<file path="src/rvc_isa_pkg.sv">
package rvc_isa_pkg;

    // low two opcode bits, q_full marks a 32-bit encoding
    typedef enum logic [1:0] {
        q0     = 2'd0,
        q1     = 2'd1,
        q2     = 2'd2,
        q_full = 2'd3
    } quadrant_e;

    // funct3 groups per quadrant
    typedef enum logic [2:0] {
        f3_addi4spn = 3'd0,
        f3_lw       = 3'd2,
        f3_sw       = 3'd6
    } q0_funct3_e;

    typedef enum logic [2:0] {
        f3_addi  = 3'd0,   // also nop
        f3_jal   = 3'd1,
        f3_li    = 3'd2,
        f3_lui   = 3'd3,   // lui or addi16sp, split on rd
        f3_arith = 3'd4,   // srli, srai, andi and the CA group
        f3_j     = 3'd5,
        f3_beqz  = 3'd6,
        f3_bnez  = 3'd7
    } q1_funct3_e;

    typedef enum logic [2:0] {
        f3_slli = 3'd0,
        f3_lwsp = 3'd2,
        f3_cr   = 3'd4,    // jr, mv, ebreak, jalr, add
        f3_swsp = 3'd6
    } q2_funct3_e;

    typedef enum logic [3:0] {
        add,
        sub,
        and_op,
        or_op,
        xor_op,
        sll,
        srl,
        sra,
        pass_b             // b straight through, lui
    } alu_op_e;

    // immediate layouts the decoder can assemble
    typedef enum logic [2:0] {
        ci,
        ci_lui,
        ci_sp16,
        ciw_spn,
        cj,
        cb,
        none
    } imm_fmt_e;

endpackage
</file>
<file path="src/core_pkg.sv">
package core_pkg;

    import rvc_isa_pkg::*;

    localparam int XLEN      = 32;
    localparam int REG_COUNT = 16;  // rv32e sized register file
    localparam int REG_AW    = 4;
    localparam int PC_W      = 32;

    typedef enum logic [2:0] {
        kind_alu_reg,
        kind_alu_imm,
        kind_jump,
        kind_jump_reg,
        kind_branch_eqz,
        kind_branch_nez,
        kind_trap,
        kind_illegal
    } insn_kind_e;

    typedef enum logic [1:0] {
        ok,
        illegal,
        trap
    } retire_status_e;

    typedef struct packed {
        logic              valid;
        insn_kind_e        kind;
        alu_op_e           alu_op;
        logic [REG_AW-1:0] rs1;
        logic [REG_AW-1:0] rs2;
        logic [REG_AW-1:0] rd;
        logic              a_from_reg;  // else operand a is zero
        logic              b_from_imm;
        logic [XLEN-1:0]   imm;
        logic [PC_W-1:0]   pc;
    } decoded_t;

    typedef struct packed {
        logic              valid;
        logic [REG_AW-1:0] rd;
        logic              wr;
        logic [XLEN-1:0]   wdata;
        logic [PC_W-1:0]   pc;
        logic [PC_W-1:0]   next_pc;
        retire_status_e    status;
    } executed_t;

    typedef struct packed {
        logic              valid;
        logic [REG_AW-1:0] rd;
        logic              wr;
        logic [XLEN-1:0]   wdata;
        logic [PC_W-1:0]   pc;
        logic [PC_W-1:0]   next_pc;
        retire_status_e    status;
    } retire_t;

endpackage

</file>
<file path="src/rvc_core_top.sv">
`timescale 1ns/1ps

module rvc_core_top
    import core_pkg::*;
(
    input  logic        i_clk,
    input  logic        i_rst_n,
    input  logic        i_inst_valid,
    input  logic [15:0] i_inst,
    output retire_t     o_retire
);

    decoded_t          dec;
    executed_t         exe;
    logic [REG_AW-1:0] rs1_addr;
    logic [REG_AW-1:0] rs2_addr;
    logic [XLEN-1:0]   rs1_data;
    logic [XLEN-1:0]   rs2_data;
    logic [PC_W-1:0]   pc_fetch;   // pc for the next decoded instruction

    rvc_decoder u_decoder (
        .i_clk        (i_clk),
        .i_rst_n      (i_rst_n),
        .i_inst_valid (i_inst_valid),
        .i_inst       (i_inst),
        .i_pc         (pc_fetch),
        .o_dec        (dec)
    );

    rvc_execute u_execute (
        .i_clk           (i_clk),
        .i_rst_n         (i_rst_n),
        .i_dec           (dec),
        .o_rs1_addr      (rs1_addr),
        .o_rs2_addr      (rs2_addr),
        .i_rs1_data      (rs1_data),
        .i_rs2_data      (rs2_data),
        .o_pc_next_fetch (pc_fetch),
        .o_exe           (exe)
    );

    rvc_writeback u_writeback (
        .i_clk      (i_clk),
        .i_rst_n    (i_rst_n),
        .i_exe      (exe),
        .i_rs1_addr (rs1_addr),
        .i_rs2_addr (rs2_addr),
        .o_rs1_data (rs1_data),
        .o_rs2_data (rs2_data),
        .o_retire   (o_retire)
    );

endmodule

</file>
<file path="src/rvc_writeback.sv">
`timescale 1ns/1ps

module rvc_writeback
    import core_pkg::*;
(
    input  logic              i_clk,
    input  logic              i_rst_n,
    input  executed_t         i_exe,
    input  logic [REG_AW-1:0] i_rs1_addr,
    input  logic [REG_AW-1:0] i_rs2_addr,
    output logic [XLEN-1:0]   o_rs1_data,
    output logic [XLEN-1:0]   o_rs2_data,
    output retire_t           o_retire
);

    logic [XLEN-1:0] regs [REG_COUNT];
    logic            we;

    assign we = i_exe.valid && i_exe.wr && (i_exe.rd != '0);  // x0 never written

    // write-first read, the entry written this cycle wins
    function automatic logic [XLEN-1:0] read_reg(input logic [REG_AW-1:0] addr);
        if (addr == '0) begin
            return '0;
        end
        if (we && (addr == i_exe.rd)) begin
            return i_exe.wdata;
        end
        return regs[addr];
    endfunction

    always_comb o_rs1_data = read_reg(i_rs1_addr);
    always_comb o_rs2_data = read_reg(i_rs2_addr);

    always_ff @(posedge i_clk) begin
        if (!i_rst_n) begin
            for (int i = 0; i < REG_COUNT; i++) begin
                regs[i] <= '0;
            end
            o_retire.valid <= 1'b0;
        end else begin
            if (we) begin
                regs[i_exe.rd] <= i_exe.wdata;
            end
            if (i_exe.valid) begin
                o_retire.rd      <= i_exe.rd;
                o_retire.wr      <= we;          // reports only real writes
                o_retire.wdata   <= i_exe.wdata;
                o_retire.pc      <= i_exe.pc;
                o_retire.next_pc <= i_exe.next_pc;
                o_retire.status  <= i_exe.status;
            end
            o_retire.valid <= i_exe.valid;
        end
    end

endmodule

</file>
<file path="src/rvc_execute.sv">
`timescale 1ns/1ps

module rvc_execute
    import rvc_isa_pkg::*;
    import core_pkg::*;
(
    input  logic              i_clk,
    input  logic              i_rst_n,
    input  decoded_t          i_dec,
    output logic [REG_AW-1:0] o_rs1_addr,
    output logic [REG_AW-1:0] o_rs2_addr,
    input  logic [XLEN-1:0]   i_rs1_data,
    input  logic [XLEN-1:0]   i_rs2_data,
    output logic [PC_W-1:0]   o_pc_next_fetch,
    output executed_t         o_exe
);

    executed_t       exe_q;
    executed_t       exe_d;
    logic [PC_W-1:0] pc_q;
    logic [PC_W-1:0] pc_seq;
    logic [PC_W-1:0] pc_tgt;
    logic [XLEN-1:0] op_a;
    logic [XLEN-1:0] op_b;
    logic [XLEN-1:0] alu_out;

    assign o_rs1_addr = i_dec.rs1;
    assign o_rs2_addr = i_dec.rs2;

    // write-first read ports already return the result one ahead
    assign op_a = i_dec.a_from_reg ? i_rs1_data : '0;
    assign op_b = i_dec.b_from_imm ? i_dec.imm : i_rs2_data;

    always_comb begin
        case (i_dec.alu_op)
            add:     alu_out = op_a + op_b;
            sub:     alu_out = op_a - op_b;
            and_op:  alu_out = op_a & op_b;
            or_op:   alu_out = op_a | op_b;
            xor_op:  alu_out = op_a ^ op_b;
            sll:     alu_out = op_a << op_b[4:0];
            srl:     alu_out = op_a >> op_b[4:0];
            sra:     alu_out = $signed(op_a) >>> op_b[4:0];
            pass_b:  alu_out = op_b;
            default: alu_out = '0;
        endcase
    end

    assign pc_seq = i_dec.pc + PC_W'(2);
    assign pc_tgt = i_dec.pc + i_dec.imm;

    always_comb begin
        exe_d.valid   = i_dec.valid;
        exe_d.rd      = i_dec.rd;
        exe_d.wr      = 1'b0;
        exe_d.wdata   = alu_out;
        exe_d.pc      = i_dec.pc;
        exe_d.next_pc = pc_seq;
        exe_d.status  = ok;
        case (i_dec.kind)
            kind_alu_reg, kind_alu_imm: exe_d.wr = 1'b1;
            kind_jump: begin
                exe_d.wr      = 1'b1;    // rd is x0 for j
                exe_d.wdata   = pc_seq;
                exe_d.next_pc = pc_tgt;
            end
            kind_jump_reg: begin
                exe_d.wr      = 1'b1;
                exe_d.wdata   = pc_seq;
                exe_d.next_pc = {i_rs1_data[PC_W-1:1], 1'b0};
            end
            kind_branch_eqz: if (i_rs1_data == '0) exe_d.next_pc = pc_tgt;
            kind_branch_nez: if (i_rs1_data != '0) exe_d.next_pc = pc_tgt;
            kind_trap:       exe_d.status = trap;
            default:         exe_d.status = illegal;
        endcase
    end

    // decode samples the pc this instruction hands on
    assign o_pc_next_fetch = i_dec.valid ? exe_d.next_pc : pc_q;

    always_ff @(posedge i_clk) begin
        if (!i_rst_n) begin
            pc_q        <= '0;
            exe_q.valid <= 1'b0;
        end else begin
            if (i_dec.valid) begin
                pc_q  <= exe_d.next_pc;
                exe_q <= exe_d;
            end
            exe_q.valid <= i_dec.valid;
        end
    end

    assign o_exe = exe_q;

endmodule

</file>
<file path="src/rvc_decoder.sv">
`timescale 1ns/1ps

module rvc_decoder
    import rvc_isa_pkg::*;
    import core_pkg::*;
(
    input  logic            i_clk,
    input  logic            i_rst_n,
    input  logic            i_inst_valid,
    input  logic [15:0]     i_inst,
    input  logic [PC_W-1:0] i_pc,
    output decoded_t        o_dec
);

    quadrant_e  quad;
    logic [2:0] funct3;
    logic       funct4;
    logic [1:0] funct2;
    logic [1:0] funct2_lo;
    logic [4:0] rd_full;     // CR/CI register field
    logic [4:0] rs2_full;
    logic [4:0] rs1_c;       // 3-bit fields map to x8..x15
    logic [4:0] rs2_c;

    insn_kind_e kind;
    alu_op_e    alu_op;
    imm_fmt_e   fmt;
    logic [4:0] rd_w;
    logic [4:0] rs1_w;
    logic [4:0] rs2_w;
    logic       a_reg;
    logic       b_imm;
    logic       rsvd;        // reserved encoding seen
    logic [XLEN-1:0] imm;
    decoded_t   dec_d;

    assign quad      = quadrant_e'(i_inst[1:0]);
    assign funct3    = i_inst[15:13];
    assign funct4    = i_inst[12];
    assign funct2    = i_inst[11:10];
    assign funct2_lo = i_inst[6:5];
    assign rd_full   = i_inst[11:7];
    assign rs2_full  = i_inst[6:2];
    assign rs1_c     = {2'b01, i_inst[9:7]};
    assign rs2_c     = {2'b01, i_inst[4:2]};

    always_comb begin
        kind   = kind_illegal;
        alu_op = add;
        fmt    = none;
        rd_w   = '0;
        rs1_w  = '0;
        rs2_w  = '0;
        a_reg  = 1'b0;
        b_imm  = 1'b0;
        rsvd   = 1'b0;

        case (quad)
            q0: begin
                case (funct3)
                    f3_addi4spn: begin  // addi rd', x2, nzuimm
                        kind  = kind_alu_imm;
                        rd_w  = rs2_c;
                        rs1_w = 5'd2;
                        a_reg = 1'b1;
                        b_imm = 1'b1;
                        fmt   = ciw_spn;
                        rsvd  = (i_inst[12:5] == 8'd0);
                    end
                    f3_lw, f3_sw: kind = kind_illegal;  // no data memory
                    default: kind = kind_illegal;
                endcase
            end
            q1: begin
                case (funct3)
                    f3_addi, f3_li: begin
                        kind  = kind_alu_imm;
                        rd_w  = rd_full;
                        rs1_w = rd_full;
                        a_reg = (funct3 == f3_addi);  // li adds to zero
                        b_imm = 1'b1;
                        fmt   = ci;
                    end
                    f3_jal, f3_j: begin
                        kind = kind_jump;
                        rd_w = (funct3 == f3_jal) ? 5'd1 : 5'd0;
                        fmt  = cj;
                    end
                    f3_lui: begin
                        kind  = kind_alu_imm;
                        rd_w  = rd_full;
                        b_imm = 1'b1;
                        rsvd  = ({i_inst[12], i_inst[6:2]} == 6'd0);
                        if (rd_full == 5'd2) begin  // addi16sp
                            rs1_w = 5'd2;
                            a_reg = 1'b1;
                            fmt   = ci_sp16;
                        end else begin
                            alu_op = pass_b;
                            fmt    = ci_lui;
                        end
                    end
                    f3_arith: begin
                        rd_w  = rs1_c;
                        rs1_w = rs1_c;
                        a_reg = 1'b1;
                        case (funct2)
                            2'd0, 2'd1: begin
                                kind   = kind_alu_imm;
                                alu_op = (funct2 == 2'd0) ? srl : sra;
                                b_imm  = 1'b1;
                                fmt    = ci;
                                rsvd   = funct4;  // shamt[5] not on rv32
                            end
                            2'd2: begin
                                kind   = kind_alu_imm;
                                alu_op = and_op;
                                b_imm  = 1'b1;
                                fmt    = ci;
                            end
                            default: begin
                                kind  = kind_alu_reg;
                                rs2_w = rs2_c;
                                rsvd  = funct4;   // subw/addw group
                                case (funct2_lo)
                                    2'd0:    alu_op = sub;
                                    2'd1:    alu_op = xor_op;
                                    2'd2:    alu_op = or_op;
                                    default: alu_op = and_op;
                                endcase
                            end
                        endcase
                    end
                    f3_beqz, f3_bnez: begin
                        kind  = (funct3 == f3_beqz) ? kind_branch_eqz : kind_branch_nez;
                        rs1_w = rs1_c;
                        fmt   = cb;
                    end
                    default: kind = kind_illegal;
                endcase
            end
            q2: begin
                case (funct3)
                    f3_slli: begin
                        kind   = kind_alu_imm;
                        alu_op = sll;
                        rd_w   = rd_full;
                        rs1_w  = rd_full;
                        a_reg  = 1'b1;
                        b_imm  = 1'b1;
                        fmt    = ci;
                        rsvd   = funct4;
                    end
                    f3_cr: begin
                        rs1_w = rd_full;
                        if (rs2_full != 5'd0) begin  // mv or add
                            kind  = kind_alu_reg;
                            rd_w  = rd_full;
                            rs2_w = rs2_full;
                            a_reg = funct4;            // mv takes zero + rs2
                        end else if (!funct4) begin
                            kind = kind_jump_reg;      // jr
                            rsvd = (rd_full == 5'd0);
                        end else if (rd_full == 5'd0) begin
                            kind = kind_trap;          // ebreak
                        end else begin
                            kind = kind_jump_reg;      // jalr links x1
                            rd_w = 5'd1;
                        end
                    end
                    f3_lwsp, f3_swsp: kind = kind_illegal;
                    default: kind = kind_illegal;
                endcase
            end
            default: kind = kind_illegal;  // 32-bit encodings
        endcase
    end

    // immediate assembly per the rvc immediate table
    always_comb begin
        case (fmt)
            ci:      imm = {{26{i_inst[12]}}, i_inst[12], i_inst[6:2]};
            ci_lui:  imm = {{14{i_inst[12]}}, i_inst[12], i_inst[6:2], 12'd0};
            ci_sp16: imm = {{22{i_inst[12]}}, i_inst[12], i_inst[4:3], i_inst[5], i_inst[2],
                            i_inst[6], 4'd0};
            ciw_spn: imm = {22'd0, i_inst[10:7], i_inst[12:11], i_inst[5], i_inst[6], 2'd0};
            cj:      imm = {{20{i_inst[12]}}, i_inst[12], i_inst[8], i_inst[10:9], i_inst[6],
                            i_inst[7], i_inst[2], i_inst[11], i_inst[5:3], 1'b0};
            cb:      imm = {{23{i_inst[12]}}, i_inst[12], i_inst[6:5], i_inst[2], i_inst[11:10],
                            i_inst[4:3], 1'b0};
            default: imm = '0;
        endcase
    end

    always_comb begin
        dec_d.valid      = i_inst_valid;
        dec_d.kind       = (rsvd || rd_w[4] || rs1_w[4] || rs2_w[4]) ? kind_illegal : kind;
        dec_d.alu_op     = alu_op;
        dec_d.rs1        = rs1_w[REG_AW-1:0];
        dec_d.rs2        = rs2_w[REG_AW-1:0];
        dec_d.rd         = rd_w[REG_AW-1:0];
        dec_d.a_from_reg = a_reg;
        dec_d.b_from_imm = b_imm;
        dec_d.imm        = imm;
        dec_d.pc         = i_pc;
    end

    always_ff @(posedge i_clk) begin
        if (!i_rst_n) begin
            o_dec.valid <= 1'b0;
        end else begin
            if (i_inst_valid) begin
                o_dec <= dec_d;
            end
            o_dec.valid <= dec_d.valid;  // one cycle strobe
        end
    end

endmodule

</file>
<file path="config.mk">
export PLATFORM = sky130hd
export DESIGN_NAME = rvc_core_top
export DESIGN_NICKNAME = d
export VERILOG_FILES = /design/src/rvc_isa_pkg.sv /design/src/core_pkg.sv /design/src/rvc_core_top.sv /design/src/rvc_writeback.sv /design/src/rvc_execute.sv /design/src/rvc_decoder.sv
export SDC_FILE = /design/constraint.sdc
export NUM_CORES = 2
export LEC_CHECK = 0
export ABC_AREA = 1
export BUFFER_PORTS_ARGS = -buffer_cell sky130_fd_sc_hd__buf_2
export CAP_MARGIN = 20
export CORE_MARGIN = 2
export CORE_UTILIZATION = 30
export CTS_CLUSTER_DIAMETER = 150
export CTS_CLUSTER_SIZE = 10
export DETAILED_ROUTE_END_ITERATION = 10
export PLACE_DENSITY = 0.45
export SYNTH_ARGS = -nofsm -noshare
export SYNTH_HDL_FRONTEND = slang
export SYNTH_SLANG_ARGS = --single-unit
</file>
<file path="constraint.sdc">
create_clock -name i_clk -period 6.08 [get_ports i_clk]
set_clock_uncertainty 0.1 [all_clocks]
set_input_delay 0.912 -clock i_clk [delete_from_list [all_inputs] [get_ports i_clk]]
set_output_delay 0.912 -clock i_clk [all_outputs]
set_load 0.01 [all_outputs]
</file>
* Word level (Yosys, flattened, before mapping) *
Memory sizes are Yosys's and may differ from the RTL's. A register that Yosys moved wholly into a read port is not among the register bits.
Index checks and enable logic that the tools add are counted.
Widths: inputs -> output; s select.

storage, ports and cells
  register bits = 326
  memory bits (writable) = 512
  bits of input ports = 19
  output and inout bits = 104
  word-level logic and storage cells = 200
  memories = 1

cells by class
  add/subtract/negate cells = 4
  equal/unequal tests = 35
  shift-type cells = 3
  muxes and demuxes = 90
  bitwise logic cells = 3
  reduce and logical (&&, ||, !) cells = 39

memory list
  name              depth  width  read ports  clocked after Yosys merged registers in  write ports  line                 source
  u_writeback.regs  16     32     2           2                                        16           rvc_writeback.sv:16  logic [XLEN-1:0] regs [REG_COUNT];

operator list
  operator               count
  $mux 32                15
  $pmux 32 s9            1
  $pmux 32 s6            1
  $pmux 32 s4            1
  $add 32x32->32         2
  $pmux 5 s3             4
  $add 32x2->32 const B  1
  $and 32x32->32         1
  $logic_not 32->1       1
  $or 32x32->32          1
  $reduce_bool 32->1     1
  $reduce_or 32->1       1
  $shl 32x5->32          1
  $shr 32x5->32          1
  $sshr 32x5->32         1
  $sub 32x32->32         1
  $xor 32x32->32         1
  $mux 5                 6
  $eq 3x3->1 const B     9
  $pmux 3 s3             3
  $mux 1                 25
  $mux 3                 8
  $mux 4                 6
  $pmux 4 s2             3
  other kinds (33)       79

* Logic depth before layout (Yosys ltp) *
  depth after elaboration = 11
  depth in mapped cells = 37
  gate-level depth less buffers = 33

* Cells and area by module *
From an unflattened synthesis, not the netlist that was laid out.

unflattened totals
  cells, all modules = 7913
  area total of the unflattened synthesis = 55777.2 µm²

by module, submodules not included
  module         times used  cells an instance  area an instance (µm²)
  rvc_writeback  1           4400               33921.3
  rvc_execute    1           3207               18517.8
  rvc_decoder    1           306                3338.2

* Worst setup path after synthesis *
OpenSTA, ideal clock, no wires.

  path type = register to register
  start point = reg u_execute.exe_q, in the netlist u_execute.o_exe[102]
  end point = reg u_execute.exe_q, in the netlist u_execute.o_exe[94], data pin
  setup time = 0.253 ns
  data arrival time = 4.436 ns
  required time = 5.727 ns
  path slack = 1.291 ns
  stages on the path, launching flop included = 34
  path buffers = 4
  clock period less this slack = 4.789 ns
  cells stage by stage = edfxtp_1 -> buf_2 -> xnor2_1 -> nand2_1 -> nor2_2 -> buf_2 -> nand3_1 -> nand2_1 -> inv_1 -> a21boi_2 -> buf_2 -> buf_2 -> ha_1 -> inv_1 -> nor2_1 -> nand3_1 -> nor2_1 -> nand2_1 -> o21ai_1 -> xor2_1 -> ha_1 -> nand2_1 -> nor4_1 -> nand3_1 -> nand3_1 -> nand3_1 -> nand2_1 -> nand3_1 -> nand2_1 -> a21oi_1 -> o21ai_0 -> nand3_1 -> nand2_1 -> nand2_1

RTL lines
  item         line               source
  from (decl)  rvc_execute.sv:18  executed_t exe_q;

==> results by group <==
Worst setup path
  • Peak fanout along the critical path: 35
  • Worst R2R Path Depth: 31
  • Endpoint of the most critical register-to-register path: u_execute.o_exe[97]$_DFFE_PP_
  • Kind of critical path: flop to flop
  • Startpoint Class: flop
  • Longest individual stage delay on the worst path: 0.47 ns
  • Register-to-register setup slack: 0.36 ns
  • Critical Path Sink Type: flop
  • Standard cell with the maximum stage delay on the critical path: sky130_fd_sc_hd__dfxtp_4
  • WP data required: 6.46 ns
  • Arrival @ worst endpoint: 6.10 ns

Routing
  • Number of nets still failing antenna checks after routing: 0
  • DRC marker count from the first detailed-route iteration: 5,984
  • Number of detailed-route iterations in the first pass: 6
  • DRC errors left: 0
  • Post-detailed-route wirelength per cell: 26.4 µm
  • Post-detailed-route via-to-cell ratio: 5.38
  • Overall via count from detail_route: 50,600
  • Final wirelength: 248 mm

Synth
  • Cell area after synthesis: 52,500 µm²
  • Number of enable flip-flop cells after synthesis: 789
  • Share of async-settable or async-resettable flops after synthesis: 0%
  • Proportion of synthesized chip area in sequential cells: 46.7%
  • Flip-flop and latch count after synthesis: 832
  • Post-Syn Area per Cell: 7.63 µm²
  • Cell count after synthesis: 6,887
  • Leading register cell type out of synthesis: sky130_fd_sc_hd__edfxtp_1
  • Yosys warns: 0
  • Number of different library cells in the post-synthesis netlist: 59

GRT
  • Largest net degree at the start of global routing: 126
  • Number of global-route vias before repair: 48,500
  • Final global-route overflow total: 0
  • First-pass GRT wire length: 355 mm
  • Number of antenna violations at the first check in global routing: 9
  • Overall track demand over capacity in global routing: 27.2%

Place
  • DPL Wire Length: 174 mm
  • IO Port Bufs: 122
  • Routability congestion estimate: 0.990

Timing
  • Pins over their slew limit: 0
  • Part of the cycle the worst path needs: 94.1%
  • Remaining max-slew budget at the tightest pin: 33.1%
  • Slew of the pin with the lowest slew margin: 0.992 ns
  • Worst Hold Slack: 0.306 ns
  • Final hold violation count: 0
  • Final setup violating endpoints: 0
  • Setup repair after global routing missed its margin: no
  • Max frequency: 175 MHz
  • Final critical-path required period: 5.72 ns
  • Sum Neg Setup Slack: 0 ns

Min path
  • Worst min-delay path class: flop to flop
  • Min-Delay Startpoint: u_execute.o_exe[65]$_DFFE_PP_
  • Hold Path Sink: u_writeback.o_retire[65]$_DFFE_PP_
  • Hold Path Stages: 0

Clock tree
  • Number of levels the H-tree was split into: 3
  • Number of CTS-inserted buffers: 94
  • Root buf cell: sky130_fd_sc_hd__clkbuf_16
  • Clock transition at the registers of the reported paths: 0.07 ns
  • Clk sinks: 832
  • Hold buffer count at CTS: 0
  • Clock insertion delay at the later pin of the skew report: 0.75 ns
  • TritonCTS clock tree: done
  • Clock buffer depth: 3

Run status
  • Result of the run: complete, no violations

Floorplan
  • Floorplan die height: 423 µm
  • Width of the die: 423 µm
  • # rows: 153
  • Effective utilization at floorplan: 30.2%
  • Placeable Area: 174,000 µm²
  • Die Outline Area: 179,000 µm²
  • Number of I/O pins: 123

Layout
  • Area growth from synthesis to layout: 13.9%
  • Fraction of layout instances using a drive strength above 1: 9.68%
  • Layout net count: 7,178

Power
  • Leakage power: 25.7 nW
  • Worst ir drop on vdd: 0.000224 V
  • Power per unit of standard cell area: 275 nW/µm²

Flow run
  • Max Cap Viol: 0
==> metal layers <==
layer / GRT usage [%] / vias up / part of all wire (%)
met5: 0 / - / 0.011
met4: 11.7 / 4 / 4.6
met3: 3.63 / 434 / 7.1
met2: 42.4 / 2300 / 44
met1: 37.7 / 24500 / 44
li1: - / 23300 / -
==> Yosys cell counts, drive strengths merged, types with 2 or more instances <==
cell | number | share of area (%)
nand2 | 1866 | 13
nand3 | 1076 | 10
nor2 | 1015 | 7.3
edfxtp | 789 | 45
inv | 497 | 3.6
o21ai | 349 | 3.3
clkbuf | 221 | 1.6
a21oi | 219 | 2.1
buf | 200 | 2.0
ha | 129 | 3.1
o211ai | 118 | 1.7
xor2 | 66 | 1.1
or2 | 46 | 0.55
dfxtp | 43 | 1.6
nand4 | 35 | 0.42
clkinv | 33 | 0.24
nor3 | 29 | 0.29
xnor2 | 24 | 0.40
a31oi | 23 | 0.27
nor4 | 12 | 0.15
o221ai | 12 | 0.20
a211oi | 11 | 0.16
nand3b | 11 | 0.16
a221oi | 10 | 0.17
a21o | 8 | 0.11
a22o | 7 | 0.12
o2111ai | 5 | 0.083
o21bai | 5 | 0.071
o31ai | 4 | 0.057
a32o | 3 | 0.057
o22ai | 3 | 0.036
a2111oi | 2 | 0.033
fa | 2 | 0.076
o21a | 2 | 0.029
o32ai | 2 | 0.033
==> state kept, by name, summed over array words and instances (netlist names), named ones only <==
name and flops:
u_writeback.regs 512, u_execute.o_exe 104, u_decoder.o_dec 72, u_execute.pc_q 32
u_writeback.o_retire 104
==> power by group <==
part           internal (W)  total, W  switching [W]
clock network       0.00288   0.00526        0.00238
logic               0.00130   0.00449        0.00319
registers           0.00652   0.00669       0.000175
==> worst max-delay path: cells and delay by family, from the launching register on <==
kind	cells	cell delay [ns]
AND/OR/NAND/NOR	17	2.19
buffers and inverters	9	1.57
AO/OA/AOI/OAI	4	0.72
flip-flops	1	0.47
adder cells (fa/ha/maj)	1	0.36
==> metrics by stage <==
stage	setup WS, ns	cell area (µm²)	cells	power [W]	utilization [%]
6_report	0.361	59800	9396	0.0164	34.4
5_1_grt	0.0107	59800	9396	0.0172	34.4
4_1_cts	0.334	59800	9394	0.0165	34.4
3_5_place_dp	0.370	57200	9257	0.0112	32.9
3_3_place_gp	0.305	57200	9257	0.0112	32.9
2_1_floorplan	1.29	52700	6918	0.00933	-
==> final cells by class <==
cell class	count	area (µm²)
diodes	2	5.00
clock buffers	130	2510
clock inverters	7	97.6
fillers	18400	114000
inverters	530	2010
multi-input cells	5135	24400
flip-flops and latches	832	24600
well taps	2325	2910
repair buffers	435	3300
==> how the worst max path moves through the flow <==
stage,start,to,cells after the start
2_1_floorplan,u_execute.o_exe[102]$_DFFE_PP_,u_execute.o_exe[94]$_DFFE_PP_,33
3_3_place_gp,flop,u_execute.o_exe[95]$_DFFE_PP_,28
3_5_place_dp,flop,u_execute.o_exe[97]$_DFFE_PP_,31
4_1_cts,flop,u_execute.o_exe[97]$_DFFE_PP_,31
5_1_grt,u_execute.o_exe[100]$_DFFE_PP_,u_execute.o_exe[94]$_DFFE_PP_,34
6_report,flop,u_execute.o_exe[97]$_DFFE_PP_,31
==> cells by family after synthesis <==
logic type / count (synthesis) / share of synthesized area, %
other: 1 / 0.00714
DFF: 832 / 46.7
buffers and inverters: 951 / 7.32
adders and majority gates: 131 / 3.15
xor gates and xnor gates: 90 / 1.50
AOI/OAI and AO/OA: 789 / 8.64
and+or+nand+nor: 4093 / 32.7
==> layout by cell type (no fill, tap or decap), drive strengths merged, types with 3 or more instances in the layout <==
cell / instances
o21ai: 349
o221ai: 12
or2: 46
nand4: 35
o21bai: 5
a211oi: 11
o2111ai: 5
a31oi: 23
a21o: 8
o31ai: 4
o22ai: 3
dfxtp: 43
a22o: 7
ha: 129
clkinv: 37
a32o: 3
a221oi: 10
xor2: 66
conb: 32
nor3: 29
inv: 499
clkbuf: 130
nand3: 1076
a21oi: 219
xnor2: 24
nand2: 1866
o211ai: 118
edfxtp: 789
buf: 435
nor2: 1015
nand3b: 11
nor4: 12
==> what timing repair did <==
action,in CTS,in global routing
buffers inserted,0,0
resized for setup,0,8
setup endpoints to repair,0,12
Power figures use the tool's default switching activity.
